--- config.mk ---
export PLATFORM = sky130hd
export DESIGN_NAME = ps2_ctrl_top
export DESIGN_NICKNAME = d
export VERILOG_FILES = /design/src/ps2_proto_pkg.sv /design/src/ps2_regs_pkg.sv /design/src/ps2_line_filter.sv /design/src/ps2_rx.sv /design/src/ps2_tx.sv /design/src/ps2_apb_regs.sv /design/src/ps2_ctrl_top.sv
export VERILOG_INCLUDE_DIRS = /design/src
export SDC_FILE = /design/constraint.sdc
export NUM_CORES = 1
export LEC_CHECK = 0
export CORE_AREA = 2 2 125 103
export CTS_CLUSTER_DIAMETER = 40
export DETAILED_ROUTE_END_ITERATION = 12
export DIE_AREA = 0 0 127 105
export DONT_BUFFER_PORTS = 1
export HOLD_SLACK_MARGIN = 0.08
export PLACE_DENSITY = 0.59
export SYNTH_ARGS = -nofsm -noshare
export SYNTH_HDL_FRONTEND = slang
export SYNTH_SLANG_ARGS = --single-unit
--- constraint.sdc ---
create_clock -name clk -period 2.2 [get_ports clk]
set_input_delay 0.33 -clock clk [delete_from_list [all_inputs] [get_ports clk]]
set_output_delay 0.33 -clock clk [all_outputs]
set_load 0.01 [all_outputs]
--- src/ps2_params.svh ---
`ifndef PS2_PARAMS_SVH
`define PS2_PARAMS_SVH

////////////////////////////////////////////////////////////////////////////
// Line timing, in system clocks
////////////////////////////////////////////////////////////////////////////

// Deglitch window, half high and half low for a valid edge
`define PS2_FILT_LEN 8

// Clocks without a falling device clock edge before a path gives up
`define PS2_TIMEOUT 4096

// Host clock inhibit ahead of a request to send
`define PS2_INHIBIT 400

////////////////////////////////////////////////////////////////////////////
// APB register byte addresses
////////////////////////////////////////////////////////////////////////////

`define PS2_ADDR_STATUS 4'h0
`define PS2_ADDR_RXDATA 4'h4
`define PS2_ADDR_TXDATA 4'h8
`define PS2_ADDR_CTRL   4'hC

`endif

--- src/ps2_proto_pkg.sv ---
package ps2_proto_pkg;

    // Device-to-host frame receiver
    typedef enum logic [1:0] {
        RX_START,
        RX_DATA,
        RX_PARITY,
        RX_STOP
    } rx_state_t;

    // Host-to-device request sequence
    typedef enum logic [2:0] {
        TX_IDLE,
        TX_INHIBIT,
        TX_REQUEST,
        TX_DATA,
        TX_PARITY,
        TX_RELEASE,
        TX_ACK
    } tx_state_t;

    // Keyboard scancode prefixes
    localparam logic [7:0] PS2_PREFIX_EXT   = 8'hE0;
    localparam logic [7:0] PS2_PREFIX_BREAK = 8'hF0;

endpackage

--- src/ps2_regs_pkg.sv ---
package ps2_regs_pkg;

    // Address decode result
    typedef enum logic [2:0] {
        REG_STATUS,
        REG_RXDATA,
        REG_TXDATA,
        REG_CTRL,
        REG_NONE
    } reg_sel_t;

    // STATUS register bit positions
    localparam int STAT_RX_VALID = 0;
    localparam int STAT_EXTENDED = 1;
    localparam int STAT_RELEASED = 2;
    localparam int STAT_OVERRUN  = 3;
    localparam int STAT_TX_BUSY  = 4;
    localparam int STAT_TX_ERROR = 5;

endpackage

--- src/ps2_line_filter.sv ---
`timescale 1ns/1ps
`include "ps2_params.svh"

module ps2_line_filter (
    input  logic clk,
    input  logic rst,
    input  logic ps2_clk,
    input  logic ps2_data,
    output logic ps2_clk_fall,
    output logic ps2_clk_rise,
    output logic data_level
);

    localparam int LEN = `PS2_FILT_LEN;

    // Older samples sit in the upper half of the window
    localparam logic [LEN-1:0] FALL_PAT = {{(LEN/2){1'b1}}, {(LEN/2){1'b0}}};
    localparam logic [LEN-1:0] RISE_PAT = ~FALL_PAT;

    logic [1:0]     clk_sync;
    logic [1:0]     data_sync;
    logic [LEN-1:0] clk_win;

    // Idle lines are pulled high, so start from all ones
    always_ff @(posedge clk) begin
        if (rst) begin
            clk_sync  <= 2'b11;
            data_sync <= 2'b11;
            clk_win   <= '1;
        end else begin
            clk_sync  <= {clk_sync[0], ps2_clk};
            data_sync <= {data_sync[0], ps2_data};
            clk_win   <= {clk_win[LEN-2:0], clk_sync[1]};
        end
    end

    // An edge counts only on a clean half-and-half window
    assign ps2_clk_fall = (clk_win == FALL_PAT);
    assign ps2_clk_rise = (clk_win == RISE_PAT);
    assign data_level   = data_sync[1];

endmodule

--- src/ps2_rx.sv ---
`timescale 1ns/1ps
`include "ps2_params.svh"

module ps2_rx
    import ps2_proto_pkg::*;
(
    input  logic       clk,
    input  logic       rst,
    input  logic       rx_enable,
    input  logic       mouse_mode,
    input  logic       ps2_clk_fall,
    input  logic       data_level,
    output logic       rx_strobe,
    output logic [7:0] rx_byte,
    output logic       rx_extended,
    output logic       rx_released
);

    localparam int TMO_W = $clog2(`PS2_TIMEOUT);

    rx_state_t        state;
    logic [7:0]       shift;
    logic [TMO_W-1:0] tmo_cnt;
    logic             ext_pend;
    logic             brk_pend;
    logic             is_ext;
    logic             is_brk;

    // Prefixes only mean something to a keyboard
    assign is_ext = !mouse_mode && (shift == PS2_PREFIX_EXT);
    assign is_brk = !mouse_mode && (shift == PS2_PREFIX_BREAK);

    always_ff @(posedge clk) begin
        if (rst) begin
            state     <= RX_START;
            tmo_cnt   <= '0;
            ext_pend  <= 1'b0;
            brk_pend  <= 1'b0;
            rx_strobe <= 1'b0;
        end else begin
            rx_strobe <= 1'b0;
            if (!rx_enable) begin
                state    <= RX_START;
                tmo_cnt  <= '0;
                ext_pend <= 1'b0;
                brk_pend <= 1'b0;
            end else if (ps2_clk_fall) begin
                tmo_cnt <= '0;
                case (state)
                    RX_START: begin
                        if (!data_level) begin
                            state <= RX_DATA;
                            // Marker bit reaches bit 0 after seven shifts
                            shift <= 8'h80;
                        end
                    end
                    RX_DATA: begin
                        shift <= {data_level, shift[7:1]};
                        if (shift[0]) begin
                            state <= RX_PARITY;
                        end
                    end
                    RX_PARITY: begin
                        // Odd parity over data and parity bit
                        state <= (^{shift, data_level}) ? RX_STOP : RX_START;
                    end
                    RX_STOP: begin
                        state <= RX_START;
                        if (data_level) begin
                            if (is_ext) begin
                                ext_pend <= 1'b1;
                            end else if (is_brk) begin
                                brk_pend <= 1'b1;
                            end else begin
                                rx_strobe   <= 1'b1;
                                rx_byte     <= shift;
                                rx_extended <= ext_pend && !mouse_mode;
                                rx_released <= brk_pend && !mouse_mode;
                                ext_pend    <= 1'b0;
                                brk_pend    <= 1'b0;
                            end
                        end
                    end
                    default: state <= RX_START;
                endcase
            end else if (state != RX_START) begin
                // Stalled frame, drop it along with any prefix
                if (tmo_cnt == TMO_W'(`PS2_TIMEOUT - 1)) begin
                    state    <= RX_START;
                    tmo_cnt  <= '0;
                    ext_pend <= 1'b0;
                    brk_pend <= 1'b0;
                end else begin
                    tmo_cnt <= tmo_cnt + 1'b1;
                end
            end
        end
    end

endmodule

--- src/ps2_tx.sv ---
`timescale 1ns/1ps
`include "ps2_params.svh"

module ps2_tx
    import ps2_proto_pkg::*;
(
    input  logic       clk,
    input  logic       rst,
    input  logic       tx_start,
    input  logic [7:0] tx_byte,
    input  logic       ps2_clk_fall,
    input  logic       ps2_clk_rise,
    input  logic       data_level,
    output logic       ps2_clk_low,
    output logic       ps2_data_low,
    output logic       tx_busy,
    output logic       tx_error
);

    // One counter serves the inhibit time and the edge timeout
    localparam int CNT_W = $clog2(`PS2_TIMEOUT + `PS2_INHIBIT);

    tx_state_t        state;
    logic [7:0]       shift;
    logic             parity_bit;
    logic [2:0]       bit_cnt;
    logic [CNT_W-1:0] cnt;
    logic             inhibit_done;
    logic             timed_out;

    assign inhibit_done = (cnt == CNT_W'(`PS2_INHIBIT - 1));
    assign timed_out    = (cnt == CNT_W'(`PS2_TIMEOUT - 1));

    ////////////////////////////////////////////////////////////////////////////
    // Request sequence
    ////////////////////////////////////////////////////////////////////////////

    always_ff @(posedge clk) begin
        if (rst) begin
            state    <= TX_IDLE;
            cnt      <= '0;
            bit_cnt  <= '0;
            tx_error <= 1'b0;
        end else if (state == TX_IDLE) begin
            cnt <= '0;
            if (tx_start) begin
                shift      <= tx_byte;
                parity_bit <= ~^tx_byte;
                tx_error   <= 1'b0;
                state      <= TX_INHIBIT;
            end
        end else if (state == TX_INHIBIT) begin
            if (inhibit_done) begin
                cnt   <= '0;
                state <= TX_REQUEST;
            end else begin
                cnt <= cnt + 1'b1;
            end
        end else if (state == TX_ACK && ps2_clk_rise) begin
            // Device has let go of the clock after the acknowledge
            state <= TX_IDLE;
        end else if (ps2_clk_fall) begin
            cnt <= '0;
            case (state)
                TX_REQUEST: begin
                    state   <= TX_DATA;
                    bit_cnt <= '0;
                end
                TX_DATA: begin
                    shift   <= {1'b1, shift[7:1]};
                    bit_cnt <= bit_cnt + 1'b1;
                    if (bit_cnt == 3'd7) begin
                        state <= TX_PARITY;
                    end
                end
                TX_PARITY:  state <= TX_RELEASE;
                TX_RELEASE: begin
                    // Device pulls data low to acknowledge
                    tx_error <= data_level;
                    state    <= TX_ACK;
                end
                default: ;
            endcase
        end else if (timed_out) begin
            tx_error <= 1'b1;
            state    <= TX_IDLE;
        end else begin
            cnt <= cnt + 1'b1;
        end
    end

    ////////////////////////////////////////////////////////////////////////////
    // Open-drain drive enables
    ////////////////////////////////////////////////////////////////////////////

    assign ps2_clk_low  = (state == TX_INHIBIT);
    assign ps2_data_low = (state == TX_INHIBIT) || (state == TX_REQUEST)
                       || (state == TX_DATA && !shift[0])
                       || (state == TX_PARITY && !parity_bit);
    assign tx_busy      = (state != TX_IDLE);

endmodule

--- src/ps2_apb_regs.sv ---
`timescale 1ns/1ps
`include "ps2_params.svh"

module ps2_apb_regs
    import ps2_regs_pkg::*;
(
    input  logic        clk,
    input  logic        rst,
    input  logic        psel,
    input  logic        penable,
    input  logic        pwrite,
    input  logic [3:0]  paddr,
    input  logic [31:0] pwdata,
    input  logic        rx_strobe,
    input  logic [7:0]  rx_byte,
    input  logic        rx_extended,
    input  logic        rx_released,
    input  logic        tx_busy,
    input  logic        tx_error,
    output logic [31:0] prdata,
    output logic        pready,
    output logic        pslverr,
    output logic        rx_enable,
    output logic        mouse_mode,
    output logic        tx_start,
    output logic [7:0]  tx_byte,
    output logic        irq
);

    // CTRL bit positions
    localparam int CTRL_RX_EN = 0;
    localparam int CTRL_MOUSE = 1;

    reg_sel_t    sel;
    logic        access;
    logic        rd_rxdata;
    logic        rd_status;
    logic        busy_now;
    logic        tx_reject;
    logic [1:0]  ctrl_q;
    logic [7:0]  rx_data_q;
    logic        rx_valid_q;
    logic        ext_q;
    logic        rel_q;
    logic        ovr_q;
    logic [31:0] status;

    always_comb begin
        case (paddr)
            `PS2_ADDR_STATUS: sel = REG_STATUS;
            `PS2_ADDR_RXDATA: sel = REG_RXDATA;
            `PS2_ADDR_TXDATA: sel = REG_TXDATA;
            `PS2_ADDR_CTRL:   sel = REG_CTRL;
            default:          sel = REG_NONE;
        endcase
    end

    assign access    = psel && penable;
    assign rd_rxdata = access && !pwrite && (sel == REG_RXDATA);
    assign rd_status = access && !pwrite && (sel == REG_STATUS);
    // A launch still in flight counts as busy
    assign busy_now  = tx_busy || tx_start;
    assign tx_reject = pwrite && (sel == REG_TXDATA) && busy_now;

    // Zero-wait slave
    assign pready  = 1'b1;
    assign pslverr = access && ((sel == REG_NONE) || tx_reject);

    always_ff @(posedge clk) begin
        if (rst) begin
            ctrl_q     <= '0;
            rx_valid_q <= 1'b0;
            ext_q      <= 1'b0;
            rel_q      <= 1'b0;
            ovr_q      <= 1'b0;
            tx_start   <= 1'b0;
        end else begin
            tx_start <= 1'b0;
            if (access && pwrite && sel == REG_CTRL) begin
                ctrl_q <= pwdata[1:0];
            end
            if (access && pwrite && sel == REG_TXDATA && !busy_now) begin
                tx_start <= 1'b1;
                tx_byte  <= pwdata[7:0];
            end

            if (rd_status) begin
                ovr_q <= 1'b0;
            end
            // A new byte wins over a read in the same cycle
            if (rx_strobe) begin
                rx_data_q  <= rx_byte;
                ext_q      <= rx_extended;
                rel_q      <= rx_released;
                rx_valid_q <= 1'b1;
                if (rx_valid_q && !rd_rxdata) begin
                    ovr_q <= 1'b1;
                end
            end else if (rd_rxdata) begin
                rx_valid_q <= 1'b0;
                ext_q      <= 1'b0;
                rel_q      <= 1'b0;
            end
        end
    end

    always_comb begin
        status                = '0;
        status[STAT_RX_VALID] = rx_valid_q;
        status[STAT_EXTENDED] = ext_q;
        status[STAT_RELEASED] = rel_q;
        status[STAT_OVERRUN]  = ovr_q;
        status[STAT_TX_BUSY]  = tx_busy;
        status[STAT_TX_ERROR] = tx_error;
    end

    always_comb begin
        case (sel)
            REG_STATUS: prdata = status;
            REG_RXDATA: prdata = {24'b0, rx_data_q};
            REG_TXDATA: prdata = {24'b0, tx_byte};
            REG_CTRL:   prdata = {30'b0, ctrl_q};
            default:    prdata = '0;
        endcase
    end

    // Receiver stays quiet while the host owns the lines
    assign rx_enable  = ctrl_q[CTRL_RX_EN] && !tx_busy;
    assign mouse_mode = ctrl_q[CTRL_MOUSE];
    assign irq        = rx_valid_q;

endmodule

--- src/ps2_ctrl_top.sv ---
`timescale 1ns/1ps

module ps2_ctrl_top (
    input  logic        clk,
    input  logic        rst,
    input  logic        psel,
    input  logic        penable,
    input  logic        pwrite,
    input  logic [3:0]  paddr,
    input  logic [31:0] pwdata,
    output logic [31:0] prdata,
    output logic        pready,
    output logic        pslverr,
    input  logic        ps2_clk,
    input  logic        ps2_data,
    output logic        ps2_clk_low,
    output logic        ps2_data_low,
    output logic        irq
);

    logic       ps2_clk_fall;
    logic       ps2_clk_rise;
    logic       data_level;
    logic       rx_enable;
    logic       mouse_mode;
    logic       rx_strobe;
    logic [7:0] rx_byte;
    logic       rx_extended;
    logic       rx_released;
    logic       tx_start;
    logic [7:0] tx_byte;
    logic       tx_busy;
    logic       tx_error;

    ps2_line_filter u_filter (
        .clk          (clk),
        .rst          (rst),
        .ps2_clk      (ps2_clk),
        .ps2_data     (ps2_data),
        .ps2_clk_fall (ps2_clk_fall),
        .ps2_clk_rise (ps2_clk_rise),
        .data_level   (data_level)
    );

    ps2_rx u_rx (
        .clk          (clk),
        .rst          (rst),
        .rx_enable    (rx_enable),
        .mouse_mode   (mouse_mode),
        .ps2_clk_fall (ps2_clk_fall),
        .data_level   (data_level),
        .rx_strobe    (rx_strobe),
        .rx_byte      (rx_byte),
        .rx_extended  (rx_extended),
        .rx_released  (rx_released)
    );

    ps2_tx u_tx (
        .clk          (clk),
        .rst          (rst),
        .tx_start     (tx_start),
        .tx_byte      (tx_byte),
        .ps2_clk_fall (ps2_clk_fall),
        .ps2_clk_rise (ps2_clk_rise),
        .data_level   (data_level),
        .ps2_clk_low  (ps2_clk_low),
        .ps2_data_low (ps2_data_low),
        .tx_busy      (tx_busy),
        .tx_error     (tx_error)
    );

    ps2_apb_regs u_regs (
        .clk         (clk),
        .rst         (rst),
        .psel        (psel),
        .penable     (penable),
        .pwrite      (pwrite),
        .paddr       (paddr),
        .pwdata      (pwdata),
        .rx_strobe   (rx_strobe),
        .rx_byte     (rx_byte),
        .rx_extended (rx_extended),
        .rx_released (rx_released),
        .tx_busy     (tx_busy),
        .tx_error    (tx_error),
        .prdata      (prdata),
        .pready      (pready),
        .pslverr     (pslverr),
        .rx_enable   (rx_enable),
        .mouse_mode  (mouse_mode),
        .tx_start    (tx_start),
        .tx_byte     (tx_byte),
        .irq         (irq)
    );

endmodule

Word level (Yosys, flattened, before mapping)
Index checks and enable logic that the tools add are counted.
{ "classes": {"addsub": 3, "n_eq_ne": 40, "mux": 61, "bitwise_logic": 10, "n_reduce_logical": 66} }
{ "op_table": {"columns": ["cell", "count"], "rows": [
  ["two-way mux 13 bit", 5],
  ["two-way mux 8 bit", 7],
  ["case mux 8 bit (4 select lines)", 1],
  ["AND reduction 5 bit", 6],
  ["two-way mux 1 bit", 28],
  ["equality test 8 bit, second input constant", 3],
  ["two-way mux 3 bit", 8],
  ["case mux 3 bit (4 select lines)", 2],
  ["logical AND 1 bit", 20],
  ["case mux 8 bit (2 select lines)", 1],
  ["nonzero test 2 bit", 8],
  ["equality test 3 bit, second input constant", 5],
  ["adder 13 x 1 -> 13 bit, second input constant", 1],
  ["equality test 13 x 12 -> 1 bit, second input constant", 1],
  ["equality test 13 x 9 -> 1 bit, second input constant", 1],
  ["adder 12 x 1 -> 12 bit, second input constant", 1],
  ["equality test 12 bit, second input constant", 1],
  ["equality test 3 x 2 -> 1 bit, second input constant", 4],
  ["two-way mux 12 bit", 1],
  ["two-way mux 2 bit", 6],
  ["inequality test 2 x 1 -> 1 bit, second input constant", 5],
  ["NOT 1 bit", 10],
  ["XOR reduction 9 bit", 1],
  ["equality test 4 bit, second input constant", 2],
  ["other kinds (30)", 52]
]} }
{ "totals": {"reg_bits": 99, "inputBits": 43, "output_inout_bits": 37, "wordCells": 206} }

Logic depth before layout (Yosys ltp)
{ "logic_depth": {"depth_word": 8, "ltp_mapped": 9, "mapped_depth_nobuf": 7} }

Hierarchy
Synthesis repeated with hierarchy kept, for this count alone.
{ "unflattened": {"hier_cells": 497, "area_unflattened_um2": 5027.3} }
{ "modules_own_cells": {"columns": ["module", "n_inst", "cells_each", "area_per_inst_um2", "seq_area_each_um2"], "rows": [
  ["ps2_tx", 1, 199, 1741.7, 670.6],
  ["ps2_rx", 1, 152, 1606.5, 880.8],
  ["ps2_apb_regs", 1, 115, 1303.8, 620.6],
  ["ps2_line_filter", 1, 31, 375.4, 240.2]
]} }

Worst setup path after synthesis
No wires, ideal clock.
{ "synth_path": {"path_type": "register to register", "from": "reg u_filter.clk_win[1]", "to": "reg u_tx.shift[0] (enable)", "setup_ns": 0.395, "t_arrival_ns": 2.078, "required_ns": 1.805, "setup_slack_ns": -0.272, "path_stages_with_launch": 5, "path_buffers": 0, "period_less_slack_ns": 2.472, "path_cell_list": "dfxtp_1 nor4_2 nand3_1 mux2_2 nor4_1"} }
{ "synth_between": {"elab_chain_cells": 4, "word_cells_on_any_way": 6, "cone_classes": "eq/ne (3); reduce/logical (3)"} }
{ "synth_lines": {"columns": ["element", "line_no", "text"], "rows": [
  ["start: declaration", "ps2_line_filter.sv:22", "logic [LEN-1:0] clk_win;"],
  ["start signal: assignment", "ps2_line_filter.sv:33", "clk_win <= {clk_win[LEN-2:0], clk_sync[1]};"],
  ["equality test 8 x 4 -> 1 bit", "ps2_line_filter.sv:39", "assign ps2_clk_rise = (clk_win == RISE_PAT);"],
  ["logical AND 1 bit", "ps2_tx.sv:59", "end else if (state == TX_ACK && ps2_clk_rise) begin"],
  ["inequality test 2 x 1 -> 1 bit (no line)", null, null],
  ["AND reduction 6 bit (no line) (*)", null, null],
  ["end signal: assignment", "ps2_tx.sv:47", "shift <= tx_byte;"],
  ["end signal: assignment", "ps2_tx.sv:70", "shift <= {1'b1, shift[7:1]};"],
  ["end: declaration", "ps2_tx.sv:24", "logic [7:0] shift;"]
]} }
Every way passes the cells marked *; elsewhere a longest branch is shown, timed or not.
A chain may end at the register's enable or synchronous reset.

Worst setup path in the final report
{ "layout_path": {"from": "reg u_tx.state[0]", "to": "out ps2_data_low"} }
{ "layout_between": {"elab_chain_cells": 4, "word_cells_on_any_way": 9, "cone_classes": "eq/ne (4); reduce/logical (5)"} }
{ "layout_lines": {"columns": ["element", "line_no", "text"], "rows": [
  ["start: declaration", "ps2_tx.sv:23", "tx_state_t state;"],
  ["start signal: assignment", "ps2_tx.sv:40", "state <= TX_IDLE;"],
  ["start signal: assignment", "ps2_tx.sv:50", "state <= TX_INHIBIT;"],
  ["start signal: assignment", "ps2_tx.sv:55", "state <= TX_REQUEST;"],
  ["equality test 3 x 1 -> 1 bit, or another cell as far along", "ps2_tx.sv:97", "assign ps2_data_low = (state == TX_INHIBIT) || (state == TX_REQUEST)"],
  ["logical OR 1 bit / logical AND 1 bit (equally long branches)", "ps2_tx.sv:97, ps2_tx.sv:98", null],
  ["logical OR 1 bit", "ps2_tx.sv:98", "|| (state == TX_DATA && !shift[0])"],
  ["logical OR 1 bit (*)", "ps2_tx.sv:99", "|| (state == TX_PARITY && !parity_bit);"],
  ["end: declaration", "ps2_ctrl_top.sv:17", "output logic ps2_data_low,"]
]} }
Marked as above.

==> impl_metrics.tcl <==
set metrics [dict create \
    status "completed" \
    post_synth_main_area_contributors "edfxtp_1 27%, dfxtp_1 24%, xnor2_1 4.8%" \
    synth_top_flop_cell "dfxtp_1" \
    portBuffers 0 \
    grt_max_degree 24 \
    hp-class "in -> reg" \
    drc 0 \
    worst_path_largest_cell_delay_ns 0.65 \
    clock-sinks 99 \
    synth-xor-area-share 0.0694 \
    syn_inst 450 \
    fin_tns_setup_ns 0 \
    max-slew-margin-rel 0.545 \
    antenna_found_initial 0 \
    core-area_sq_um 12000 \
    worstPathMaxFanout 9 \
    row_count 36 \
    dp_hpwl_um 6620 \
    drive_gt1_frac 0.172 \
    rsz0062_at_grt "false" \
    cts_tree "built" \
    muxShareOfSynthArea 0.0454 \
    critPathTopFamily "simple AND/OR/NAND/NOR gates" \
    hold_start "rst" \
    syn_avg_cell_area_sq_um 10.5 \
    period_needed_ns 2.12 \
    synth_fa_ha_area_frac 0.0106 \
    post-cts-setup-buffers 0 \
    drv_slew 0 \
    start_util 0.396 \
    worstMarginPinSlew_ns 0.682 \
    synth_top_area_cell "edfxtp_1" \
    required_ns 1.87 \
    start_kind "flop" \
    synthDistinctLibCells 61 \
    synth.cell_area_sq_um 4740 \
    setup_viol 0 \
    yosysWarnings 0 \
    routed_wl_um 9280 \
    dr_total_vias 3186 \
    cts_buffer_depth 2 \
    avgViaCountPerCell 5.06 \
    p_per_area_nw_per_um2 757 \
    ys_top_cells_by_count "58 x nor2_1, 56 x dfxtp_1, 43 x edfxtp_1" \
    crit_buf_inv 1 \
    cpMaxStageDelayCell "or4b_2" \
    drtIter0Drc 203 \
    path_class "reg -> out" \
    cts_buffers 9 \
    synth_compound_area_frac 0.0942 \
    dieArea_sq_um 13300 \
    synth-simple-area-share 0.203 \
    synth-seq-area-share 0.509 \
    grt_pass1_vias 3090 \
    cts_root_buf "clkbuf_16" \
    clkLatencyLatePin_ns 0.35 \
    finalCritPeriodShare 0.965 \
    cap_viol_max_count 0 \
    diodes 0 \
    antenna_left 0 \
    cp.arrival_ns 1.79 \
    synth_top_cell_area_share 0.272 \
    grtUsageTotal 0.145 \
    synth_edf_count 43 \
    r2r_start "u_filter.clk_win[1]$_SDFF_PP1_" \
    crit_start "u_tx.state[0]$_SDFFE_PP0P_" \
    dieHeight_um 105 \
    fmax_mhz 471 \
    h-tree-depth 3 \
    hold_viol_final 0 \
    endpoint_kind "primary output" \
    wl_per_cell_um 14.7 \
    crit_chain "buf_4 > or4b_2 > o21ai_0" \
    irDropWorstVdd_uv 553 \
    die_width_um 127 \
    synth_top_family_by_area "simple AND/OR/NAND/NOR gates" \
    leakage_nw 1.79 \
    ys_async_sr_fraction 0 \
    gp_congestion 0.824 \
    overflow 0 \
    io_pins 80 \
    yosysMostFrequentCell "nor2_1" \
    clk_pin_slew_ns 0.06 \
    final_util 0.447 \
    ys_ff_latch 99 \
    syn2layout_area_growth_pct 13.1 \
    skew_ns 0.00805 \
    grt_pass1_wl_um 15300 \
    first_pass_iters 7 \
    layout.nets 520 \
]
==> per-layer routing <==
metal	global-route usage	part of all wire	wire length, um	vias up
li1	-	-	-	1610
met1	0.202	0.50	4600	1508
met2	0.224	0.45	4210	66
met3	0.0445	0.047	433	2
met4	0.0283	0.0031	29	0
met5	0	0	0	-
==> stage by stage <==
| stage | setup slack (ns) | power, mW | cell area [sq um] | cells | hold WS (ns) |
|---|---|---|---|---|---|
| after global routing | 0.00296 | 4.22 | 5360 | 630 | 0.0804 |
| after detailed placement | 0.149 | 2.36 | 4900 | 602 | 0.398 |
| after CTS | 0.0650 | 4.10 | 5340 | 629 | 0.0819 |
| final | 0.0767 | 4.06 | 5360 | 630 | 0.0994 |
| after global placement | 0.146 | 2.35 | 4900 | 602 | 0.402 |
| after floorplan | 0.0391 | 2.31 | 4840 | 473 | 0.389 |
==> worst paths after layout <==
kind | to | cells after the start | slack (ns)
worst min register to register | u_filter.clk_win[0]$_SDFF_PP1_ | 1 | 0.42
worst min-delay path | u_filter.clk_win[2]$_SDFF_PP1_ | 1 | 0.1
worst max-delay path | ps2_data_low | 3 | 0.08
worst max register to register | u_rx.rx_byte[4]$_DFFE_PP_ | 5 | 0.24
==> flip-flops by register name, summed over array words and instances, names as in the netlist, 3 cells and up <==
signal	count
u_tx.state	3
u_rx.tmo_cnt	12
u_tx.cnt	13
u_tx.shift	8
u_regs.tx_byte	8
u_tx.bit_cnt	3
u_rx.rx_byte	8
u_regs.rx_data_q	8
u_filter.clk_win	8
u_rx.shift	8
==> cells in the final DEF (no fill, tap or decap), types with 10 or more instances in the layout <==
cell type,netlist,final
nand3_1,16,16
dfxtp_1,56,55
a21oi_1,20,20
edfxtp_1,43,43
nand2b_1,10,10
nand2_1,15,15
xnor2_1,26,26
conb_1,2,25
nor2_1,58,58
buf_4,26,21
o21ai_0,11,11
or2_2,15,15
dlygate4sd3_1,0,12
a211oi_1,10,10
==> power by group <==
group,total (mW),switching [mW],internal [mW],leakage [nW]
combinational,0.371,0.218,0.153,0.801
clock,1.72,0.684,1.04,0.163
sequential,1.96,0.0224,1.94,0.827
total,4.06,0.925,3.13,1.79
==> kinds of logic after synthesis <==
| logic type | Yosys count |
|---|---|
| flip-flops | 99 |
| other | 2 |
| XOR/XNOR | 36 |
| AO/OA/AOI/OAI | 65 |
| multiplexers | 18 |
| adder cells (fa/ha/maj) | 4 |
| AND/OR/NAND/NOR | 174 |
| buffers and inverters | 52 |
==> what timing repair did <==
action,in CTS,in global routing
endpoints found under the hold margin,19,2
hold buffers,11,1
endpoints found under the setup margin,1,10
pin swaps,0,0
cloned,0,0
gates resized for setup,1,1
==> layout make-up <==
class	count	area, sq um
multi-input cells	322	2120
clock inverters	6	92.6
inverters	8	30.0
clock buffers	10	239
repair buffers	33	278
flip-flops and latches	99	2410
well taps	152	190
fillers	1117	6620
No activity file was read; power rests on OpenSTA's default activity.
